[src/source/gmii_pkg.sv]
package gmii_pkg;

	////////////////////////////////////////////////////////////
	// Link speed

	// Coded as in RGMII in-band status bits 2:1
	typedef enum logic [1:0] {
		LINK_SPEED_10M   = 2'b00,
		LINK_SPEED_100M  = 2'b01,
		LINK_SPEED_1000M = 2'b10
	} lspeed_t;

	////////////////////////////////////////////////////////////
	// Bus types

	// One RGMII clock cycle with both DDR halves side by side
	// Used for the receive pins and for the transmit pins
	typedef struct packed {
		logic [3:0] rxd_rise;
		logic [3:0] rxd_fall;
		logic       ctl_rise;
		logic       ctl_fall;
	} rgmii_ddr_t;

	// Byte-wide GMII receive bus
	// At 10/100 dvalid marks the cycles that carry a whole byte
	typedef struct packed {
		logic       en;
		logic       er;
		logic       dvalid;
		logic [7:0] data;
	} gmii_bus_t;

	// One FIFO entry, a received byte and its error flag
	typedef struct packed {
		logic [7:0] data;
		logic       er;
	} fifo_word_t;

endpackage

[src/source/link_pkg.sv]
package link_pkg;

	////////////////////////////////////////////////////////////
	// In-band status

	// Link state decoded from the inter-frame gap
	typedef struct packed {
		logic              link_up;
		gmii_pkg::lspeed_t link_speed;
		logic              false_carrier;
	} link_status_t;

	// Error symbol sent by the PHY during the gap on false carrier
	localparam logic [7:0] INBAND_FALSE_CARRIER = 8'h0E;

	////////////////////////////////////////////////////////////
	// Transmit side

	// Encoder FSM states
	typedef enum logic [1:0] {
		TX_IDLE,
		TX_LOW_NIBBLE,
		TX_HIGH_NIBBLE
	} tx_state_t;

	// Forwarded clock patterns, LSB leaves first
	localparam logic [3:0] TXC_PATTERN_GIG  = 4'b1001;
	localparam logic [3:0] TXC_PATTERN_LOW  = 4'b0000;
	localparam logic [3:0] TXC_PATTERN_HIGH = 4'b1111;

	// Cycles per nibble at 100M and half a clock period at 10M
	localparam int unsigned TX_100M_DIV = 5;
	localparam int unsigned TX_10M_HALF = 25;

endpackage

[src/source/gmii_byte_fifo.sv]
module gmii_byte_fifo #(
	parameter int unsigned FIFO_DEPTH = 16
) (
	input  logic                 gmii_rxc,
	input  logic                 oserdes_rst,
	input  logic                 wr,
	input  gmii_pkg::fifo_word_t wr_word,
	input  logic                 rd,
	output gmii_pkg::fifo_word_t rd_word,
	output logic                 empty,
	output logic                 full
);

	import gmii_pkg::*;

	// Pointer width, one bit more for the occupancy count
	localparam int unsigned AW = (FIFO_DEPTH > 1) ? $clog2(FIFO_DEPTH) : 1;
	localparam logic [AW:0] DEPTH_CNT = (AW + 1)'(FIFO_DEPTH);
	localparam logic [AW-1:0] LAST_PTR = AW'(FIFO_DEPTH - 1);

	// Storage
	fifo_word_t mem [FIFO_DEPTH];

	logic [AW-1:0] wr_ptr;
	logic [AW-1:0] rd_ptr;
	logic [AW:0]   count;

	// Accepted operations
	logic do_wr;
	logic do_rd;

	assign empty = (count == '0);
	assign full  = (count == DEPTH_CNT);

	// Writes into a full buffer are dropped
	assign do_wr = wr & ~full;
	assign do_rd = rd & ~empty;

	////////////////////////////////////////////////////////////
	// Data path

	always_ff @(posedge gmii_rxc) begin
		if (do_wr) begin
			mem[wr_ptr] <= wr_word;
		end
	end

	// Registered read port, word valid the cycle after rd
	always_ff @(posedge gmii_rxc) begin
		if (do_rd) begin
			rd_word <= mem[rd_ptr];
		end
	end

	////////////////////////////////////////////////////////////
	// Pointers and count

	always_ff @(posedge gmii_rxc) begin
		if (oserdes_rst) begin
			wr_ptr <= '0;
			rd_ptr <= '0;
			count  <= '0;
		end else begin
			// Wrap explicitly so any depth works
			if (do_wr) begin
				wr_ptr <= (wr_ptr == LAST_PTR) ? '0 : wr_ptr + 1'b1;
			end
			if (do_rd) begin
				rd_ptr <= (rd_ptr == LAST_PTR) ? '0 : rd_ptr + 1'b1;
			end
			case ({do_wr, do_rd})
				2'b10: count <= count + 1'b1;
				2'b01: count <= count - 1'b1;
				default: count <= count;
			endcase
		end
	end

endmodule

[src/source/rgmii_loopback_bridge.sv]
module rgmii_loopback_bridge #(
	parameter int unsigned FIFO_DEPTH = 16
) (
	input  logic                   gmii_rxc,
	input  logic                   oserdes_rst,
	input  gmii_pkg::rgmii_ddr_t   rgmii_rx,
	output gmii_pkg::rgmii_ddr_t   rgmii_tx,
	output logic [3:0]             txc_pattern,
	output link_pkg::link_status_t link_status
);

	import gmii_pkg::*;

	// Decoder output bus
	gmii_bus_t  gmii_rx;

	// FIFO ports
	fifo_word_t wr_word;
	fifo_word_t rd_word;
	logic       wr;
	logic       rd;
	logic       empty;
	logic       full;

	////////////////////////////////////////////////////////////
	// Receive path

	rgmii_rx_decoder rx_dec_i (
		.gmii_rxc    (gmii_rxc),
		.oserdes_rst (oserdes_rst),
		.rgmii_rx    (rgmii_rx),
		.gmii_rx     (gmii_rx),
		.link_status (link_status)
	);

	// Only whole bytes inside a frame enter the buffer
	assign wr      = gmii_rx.en & gmii_rx.dvalid;
	assign wr_word = '{data: gmii_rx.data, er: gmii_rx.er};

	gmii_byte_fifo #(
		.FIFO_DEPTH (FIFO_DEPTH)
	) fifo_i (
		.gmii_rxc    (gmii_rxc),
		.oserdes_rst (oserdes_rst),
		.wr          (wr),
		.wr_word     (wr_word),
		.rd          (rd),
		.rd_word     (rd_word),
		.empty       (empty),
		.full        (full)
	);

	////////////////////////////////////////////////////////////
	// Transmit path

	rgmii_tx_encoder tx_enc_i (
		.gmii_rxc    (gmii_rxc),
		.oserdes_rst (oserdes_rst),
		.link_status (link_status),
		.empty       (empty),
		.rd          (rd),
		.rd_word     (rd_word),
		.rgmii_tx    (rgmii_tx),
		.txc_pattern (txc_pattern)
	);

endmodule

[src/source/rgmii_rx_decoder.sv]
module rgmii_rx_decoder (
	input  logic                   gmii_rxc,
	input  logic                   oserdes_rst,
	input  gmii_pkg::rgmii_ddr_t   rgmii_rx,
	output gmii_pkg::gmii_bus_t    gmii_rx,
	output link_pkg::link_status_t link_status
);

	import gmii_pkg::*;
	import link_pkg::*;

	// Pin pair after the input register
	rgmii_ddr_t rx_q;

	// Control decode of the registered pair
	logic       en;
	logic       er_int;
	logic [7:0] pair_byte;

	// 10/100 nibble assembly state
	logic [3:0] nib_prev;
	logic       er_prev;
	logic       en_prev;
	logic       phase;
	logic       sof;

	// Next values for the output bus
	logic [7:0] byte_mux;
	logic       dvalid_mux;
	logic       er_mux;

	// False carrier edge detect
	logic       fc_hit;
	logic       fc_hit_q;

	////////////////////////////////////////////////////////////
	// Input capture

	always_ff @(posedge gmii_rxc) begin
		if (oserdes_rst) begin
			rx_q <= '0;
		end else begin
			rx_q <= rgmii_rx;
		end
	end

	// RGMII carries en on the rising half and en^er on the falling half
	assign en        = rx_q.ctl_rise;
	assign er_int    = rx_q.ctl_rise ^ rx_q.ctl_fall;
	assign pair_byte = {rx_q.rxd_fall, rx_q.rxd_rise};

	// First en cycle of a frame
	assign sof = en & ~en_prev;

	////////////////////////////////////////////////////////////
	// Byte assembly

	always_ff @(posedge gmii_rxc) begin
		if (oserdes_rst) begin
			en_prev <= 1'b0;
			phase   <= 1'b0;
		end else begin
			en_prev <= en;
			// Sync on start of frame so the low nibble comes first
			if (sof) begin
				phase <= 1'b1;
			end else begin
				phase <= ~phase;
			end
		end
		// Previous nibble and its error, payload only
		nib_prev <= rx_q.rxd_rise;
		er_prev  <= er_int;
	end

	always_comb begin
		if (link_status.link_speed == LINK_SPEED_1000M) begin
			// Whole byte in one cycle, rise nibble low
			byte_mux   = pair_byte;
			dvalid_mux = en;
			er_mux     = er_int & en;
		end else begin
			// Current nibble is the high half, held one is the low half
			byte_mux   = {rx_q.rxd_rise, nib_prev};
			dvalid_mux = en & ~sof & phase;
			er_mux     = (er_int | er_prev) & en;
		end
	end

	always_ff @(posedge gmii_rxc) begin
		if (oserdes_rst) begin
			gmii_rx.en     <= 1'b0;
			gmii_rx.er     <= 1'b0;
			gmii_rx.dvalid <= 1'b0;
		end else begin
			gmii_rx.en     <= en;
			gmii_rx.er     <= er_mux;
			gmii_rx.dvalid <= dvalid_mux;
		end
		gmii_rx.data <= byte_mux;
	end

	////////////////////////////////////////////////////////////
	// In-band status

	// Error symbol outside a frame flags false carrier
	assign fc_hit = ~en & er_int & (pair_byte == INBAND_FALSE_CARRIER);

	always_ff @(posedge gmii_rxc) begin
		if (oserdes_rst) begin
			link_status.link_up       <= 1'b0;
			link_status.link_speed    <= LINK_SPEED_10M;
			link_status.false_carrier <= 1'b0;
			fc_hit_q                  <= 1'b0;
		end else begin
			fc_hit_q <= fc_hit;
			// Plain gap cycle carries link state and speed
			if (!en && !er_int) begin
				link_status.link_up    <= pair_byte[0];
				link_status.link_speed <= lspeed_t'(pair_byte[2:1]);
			end
			// One pulse per run of the symbol
			link_status.false_carrier <= fc_hit & ~fc_hit_q;
		end
	end

endmodule

[src/source/rgmii_tx_encoder.sv]
module rgmii_tx_encoder (
	input  logic                   gmii_rxc,
	input  logic                   oserdes_rst,
	input  link_pkg::link_status_t link_status,
	input  logic                   empty,
	output logic                   rd,
	input  gmii_pkg::fifo_word_t   rd_word,
	output gmii_pkg::rgmii_ddr_t   rgmii_tx,
	output logic [3:0]             txc_pattern
);

	import gmii_pkg::*;
	import link_pkg::*;

	// Last count of each nibble period
	localparam logic [5:0] LAST_100M = 6'(TX_100M_DIV - 1);
	localparam logic [5:0] LAST_10M  = 6'(2 * TX_10M_HALF - 1);

	// 100M clock edge sits mid period, 10M toggles at half period
	localparam logic [5:0] EDGE_100M = 6'(TX_100M_DIV / 2);
	localparam logic [5:0] HALF_10M  = 6'(TX_10M_HALF);

	// Rising edge inside one cycle, low bits leave first
	localparam logic [3:0] TXC_PATTERN_EDGE = 4'b1100;

	tx_state_t  state;
	lspeed_t    speed_q;
	logic [5:0] cnt;
	logic [5:0] cnt_last;
	logic       period_end;
	logic       gig;
	logic       rd_pend;
	logic [3:0] nib;
	logic [3:0] pattern_slow;

	////////////////////////////////////////////////////////////
	// Period counter

	assign gig        = (speed_q == LINK_SPEED_1000M);
	assign cnt_last   = (speed_q == LINK_SPEED_100M) ? LAST_100M : LAST_10M;
	// Compare with >= so a speed change never strands the count
	assign period_end = (cnt >= cnt_last);

	////////////////////////////////////////////////////////////
	// FIFO pop and FSM

	always_comb begin
		rd = 1'b0;
		if (!empty) begin
			case (state)
				// Gig pops each cycle, 10/100 waits for a period boundary
				TX_IDLE:        rd = gig | period_end;
				// Next byte follows straight on inside a frame
				TX_HIGH_NIBBLE: rd = period_end;
				default:        rd = 1'b0;
			endcase
		end
	end

	always_ff @(posedge gmii_rxc) begin
		if (oserdes_rst) begin
			state   <= TX_IDLE;
			speed_q <= LINK_SPEED_10M;
			cnt     <= '0;
			rd_pend <= 1'b0;
		end else begin
			rd_pend <= rd;
			cnt     <= period_end ? '0 : cnt + 6'd1;
			case (state)
				TX_IDLE: begin
					// Speed only follows the link while nothing is in flight
					if (!rd) begin
						speed_q <= link_status.link_speed;
					end
					if (rd && !gig) begin
						state <= TX_LOW_NIBBLE;
					end
				end
				TX_LOW_NIBBLE: begin
					if (period_end) begin
						state <= TX_HIGH_NIBBLE;
					end
				end
				TX_HIGH_NIBBLE: begin
					if (period_end) begin
						state <= rd ? TX_LOW_NIBBLE : TX_IDLE;
					end
				end
				default: state <= TX_IDLE;
			endcase
		end
	end

	////////////////////////////////////////////////////////////
	// Output register

	// Low nibble first at 10/100
	assign nib = (state == TX_HIGH_NIBBLE) ? rd_word.data[7:4] : rd_word.data[3:0];

	always_comb begin
		if (speed_q == LINK_SPEED_100M) begin
			if (cnt < EDGE_100M) begin
				pattern_slow = TXC_PATTERN_LOW;
			end else if (cnt == EDGE_100M) begin
				pattern_slow = TXC_PATTERN_EDGE;
			end else begin
				pattern_slow = TXC_PATTERN_HIGH;
			end
		end else begin
			pattern_slow = (cnt < HALF_10M) ? TXC_PATTERN_LOW : TXC_PATTERN_HIGH;
		end
	end

	// ctl_rise is en, ctl_fall is en^er which is ~er while sending
	always_ff @(posedge gmii_rxc) begin
		if (oserdes_rst) begin
			rgmii_tx    <= '0;
			txc_pattern <= TXC_PATTERN_LOW;
		end else if (gig) begin
			txc_pattern <= TXC_PATTERN_GIG;
			if (rd_pend) begin
				rgmii_tx <= '{rd_word.data[3:0], rd_word.data[7:4], 1'b1, ~rd_word.er};
			end else begin
				rgmii_tx <= '0;
			end
		end else begin
			txc_pattern <= pattern_slow;
			// Same nibble on both halves
			if (state != TX_IDLE) begin
				rgmii_tx <= '{nib, nib, 1'b1, ~rd_word.er};
			end else begin
				rgmii_tx <= '0;
			end
		end
	end

endmodule

[config.mk]
export PLATFORM = sky130hd
export DESIGN_NAME = rgmii_loopback_bridge
export DESIGN_NICKNAME = d
export VERILOG_FILES = /design/src/source/gmii_pkg.sv /design/src/source/link_pkg.sv /design/src/source/gmii_byte_fifo.sv /design/src/source/rgmii_loopback_bridge.sv /design/src/source/rgmii_rx_decoder.sv /design/src/source/rgmii_tx_encoder.sv
export SDC_FILE = /design/constraint.sdc
export NUM_CORES = 1
export LEC_CHECK = 0
export BUFFER_PORTS_ARGS = -buffer_cell sky130_fd_sc_hd__clkbuf_2
export CORE_MARGIN = 2
export CORE_UTILIZATION = 53
export CTS_CLUSTER_SIZE = 40
export DETAILED_ROUTE_END_ITERATION = 8
export GPL_TIMING_DRIVEN = 0
export PLACE_DENSITY_LB_ADDON = 0.1
export SLEW_MARGIN = 10
export SYNTH_ARGS = -nofsm -noshare
export SYNTH_HDL_FRONTEND = slang
export SYNTH_SLANG_ARGS = --single-unit
[constraint.sdc]
create_clock -name gmii_rxc -period 4.12 [get_ports gmii_rxc]
set_clock_uncertainty 0.15 [all_clocks]
set_input_delay 0.824 -clock gmii_rxc [delete_from_list [all_inputs] [get_ports gmii_rxc]]
set_output_delay 0.824 -clock gmii_rxc [all_outputs]
set_load 0.005 [all_outputs]
==> metrics <==
Overflow after GRT=0; Synth Register Bits=223; commonest cells after routing, fill and taps aside=edfxtp_1, dfxtp_1, mux4_2; gr usage total=20.2%; max-slew violation count=0; final hold vios=0; RePlAce Congestion=0.831; drt total wl=17.1 mm; Ys Warns=0; Clock Tree Root=clkbuf_16; worst rel slew slack=about 28%; Max Freq=263 MHz; final core occ=approximately 62%; antenna fix cells=0; worst-path maximum fanout=11; max_cap viols=0; DRC=0; CP Class=reg2reg; WP data required=4.41 ns; CP Launch Point=tx_enc_i.speed_q[0]$_SDFFE_PP0P_; global-route wire length before repair=about 27 mm; Period minus WS final=3.81 ns; drt wl/cell=20.0 um; final setup fails=0; most used flip-flop cell after synthesis=edfxtp_1; via count=4810; DRT iter0 DRCs=393; worst endpoint data arrival time=4.10 ns; Max IR drop VDD=between 0.0003 and 0.0004 V; Routed Antenna Nets=0; Reg-to-Reg Start=tx_enc_i.speed_q[0]$_SDFFE_PP0P_; Final Cycle Share=92.4%; post-synth cell types=53; Synth Net Count=592; worst hold start=rx_dec_i.fc_hit_q$_SDFF_PP0_; Buffers on Ports=28; initial antenna violation count=0; Die Y=132 um; worst skew pair latency=0.51 ns; CP cell instances=nand2b_1, buf_6, ha_1, o32a_1, nor4_4, nor2_2, ha_1, xor2_1, ha_1, nor2b_1, o221a_2, or3_1, a311oi_1, a41o_1; internal reg-to-reg setup slack=0.31 ns; Slew @ Worst Pin=about 1.1 ns; layout cells sized above 1=a little over a fifth; post-synthesis cell count=565; syn_area_per_cell=15.4 um2; TritonCTS Buffers=23; critical path's top delay family=simple AND/OR/NAND/NOR gates; Startpoint Class=flip-flop; Post-synth EDFFs=153; Seq/Total Area, Yosys=between 60% and 70%; worst hold-check path type=reg2reg; Leakage=0.00344 uW; Top Ports=30; Area Growth Syn to Fin=14.2%; fill count=1222; vias in the first global route=~5000; CP Buf/Inv Count=1; Sum Neg Setup Slack=0 ns; status=finished clean; Crit. End Element=flip-flop; mapped cell area=8730 um2; TritonCTS Sinks=223; core area=16000 um2; most common cell after layout, fill and taps aside=edfxtp_1; P per Cell Area=468 nW/um2; clock-pin slew on the worst setup and hold paths=roughly 0.06 ns; drt first pass iters=5; RSZ-0062 raised after global routing=false; highest-delay cell along the critical path=dfxtp_1; Initial Utilization=54.6%; largest net degree at the start of global routing=17; Die X=132 um; post-detail-place hpwl=11.3 mm; fin nets=646; Longest Clk Path Bufs=3; CP most frequent cell=ha_1; CTS tree=built; full die area=17500 um2; vias per inst=5.65; ys async rst share=0%; Slowest Stage Delay on Critical Path=0.43 ns; H-tree lvl count=1; FP Rows=46
-- logic make-up (layout without fill, tap and decap cells) --
group,after synthesis,after routing,share of synthesized area (%)
xor+xnor,9,9,0.903
fa+ha+maj,15,15,2.15
simple gates,132,132,7.70
flops,223,223,68.7
compound gates,77,77,5.76
buf+inv,47,118,2.41
mux,62,62,12.4
-- cells in the mapped netlist (4+ instances only) --
cell type	n	area, um2
nor3_1	5	25.0
nand3_1	4	20.0
nor2b_1	26	163
inv_1	17	63.8
a211oi_1	9	67.6
dfxtp_1	70	1400
o21ai_0	7	35.0
nor2_2	7	43.8
clkbuf_1	17	63.8
nand2_1	31	116
edfxtp_1	153	4590
ha_1	15	188
nor2_1	35	131
mux2_2	8	90.1
mux2i_1	18	180
buf_2	6	30.0
mux4_2	36	811
a21oi_1	31	155
nand2b_1	7	43.8
xor2_1	6	52.6
-- final timing paths --
| kind | end | depth (start not counted) |
|---|---|---|
| setup / recovery | fifo_i.count[4]$_SDFFE_PP0P_ | 14 |
| hold / removal | rx_dec_i.link_status[0]$_SDFF_PP0_ | 1 |
| setup reg to reg | fifo_i.count[4]$_SDFFE_PP0P_ | 14 |
| hold reg to reg | rx_dec_i.link_status[0]$_SDFF_PP0_ | 1 |
-- per-layer routing --
| metal | track usage [%] | vias to the layer above | part of all wire [%] |
|---|---|---|---|
| li1 | - | 2240 | - |
| met1 | 28.8 | 2393 | 45 |
| met2 | 32.7 | 142 | 47 |
| met3 | 3.27 | 35 | 5.5 |
| met4 | 5.68 | 0 | 2.4 |
| met5 | 0 | - | 0 |
-- worst register-to-register path: stages (launching register included) --
cell and delay (ns):
dfxtp_1 0.43, nand2b_1 0.10, buf_6 0.14, ha_1 0.26, o32a_1 0.35, nor4_4 0.33
nor2_2 0.18, ha_1 0.29, xor2_1 0.15, ha_1 0.21, nor2b_1 0.15, o221a_2 0.28
or3_1 0.32, a311oi_1 0.29, a41o_1 0.12
-- report_power, final --
group	leakage, uW	switching, uW	internal [uW]
sequential	0.00197	41.0	2420
clock	0.000393	815	1310
combinational	0.00108	46.6	38.4
-- layout make-up --
class	count	area (um2)	share of cell area (%)
sequential	223	6000	60.1
multi-input combinational	295	2550	25.6
clock buffer	35	704	7.07
tap	216	270	2.71
timing repair buffer	29	148	1.48
buffer	30	146	1.47
clock inverter	7	87.6	0.879
inverter	17	63.8	0.640
-- stage by stage --
step	worst slack [ns]	hold WS [ns]	total power, uW	area, um2	std cells
after floorplan	0.383	0.203	2540	8730	565
after global placement	-0.0452	0.220	2580	9140	809
after detailed placement	-0.125	0.222	2580	9160	809
after CTS	0.0995	0.230	4690	9960	851
after global routing	0.0490	0.267	4800	9970	852
final	0.314	0.233	4660	9970	852
-- sequential cells by signal (all words and copies together) (netlist names), 2 cells and up --
signal,flops
fifo_i.count,5
fifo_i.mem,144
fifo_i.rd_ptr,4
fifo_i.rd_word,9
fifo_i.wr_ptr,4
rx_dec_i.gmii_rx,10
rx_dec_i.link_status,4
rx_dec_i.nib_prev,4
rx_dec_i.pair_byte,8
tx_enc_i.cnt,6
tx_enc_i.rgmii_tx,10
tx_enc_i.speed_q,2
tx_enc_i.state,2
tx_enc_i.txc_pattern,4
-- what timing repair did --
item | in CTS | in global routing
hold buffers | 0 | 0
resized for setup | 1 | 1
endpoints found under the setup margin | 1 | 1
cloned | 0 | 0
pin swaps | 0 | 1
buffers inserted | 0 | 1
No activity file was read; power rests on OpenSTA's default activity.
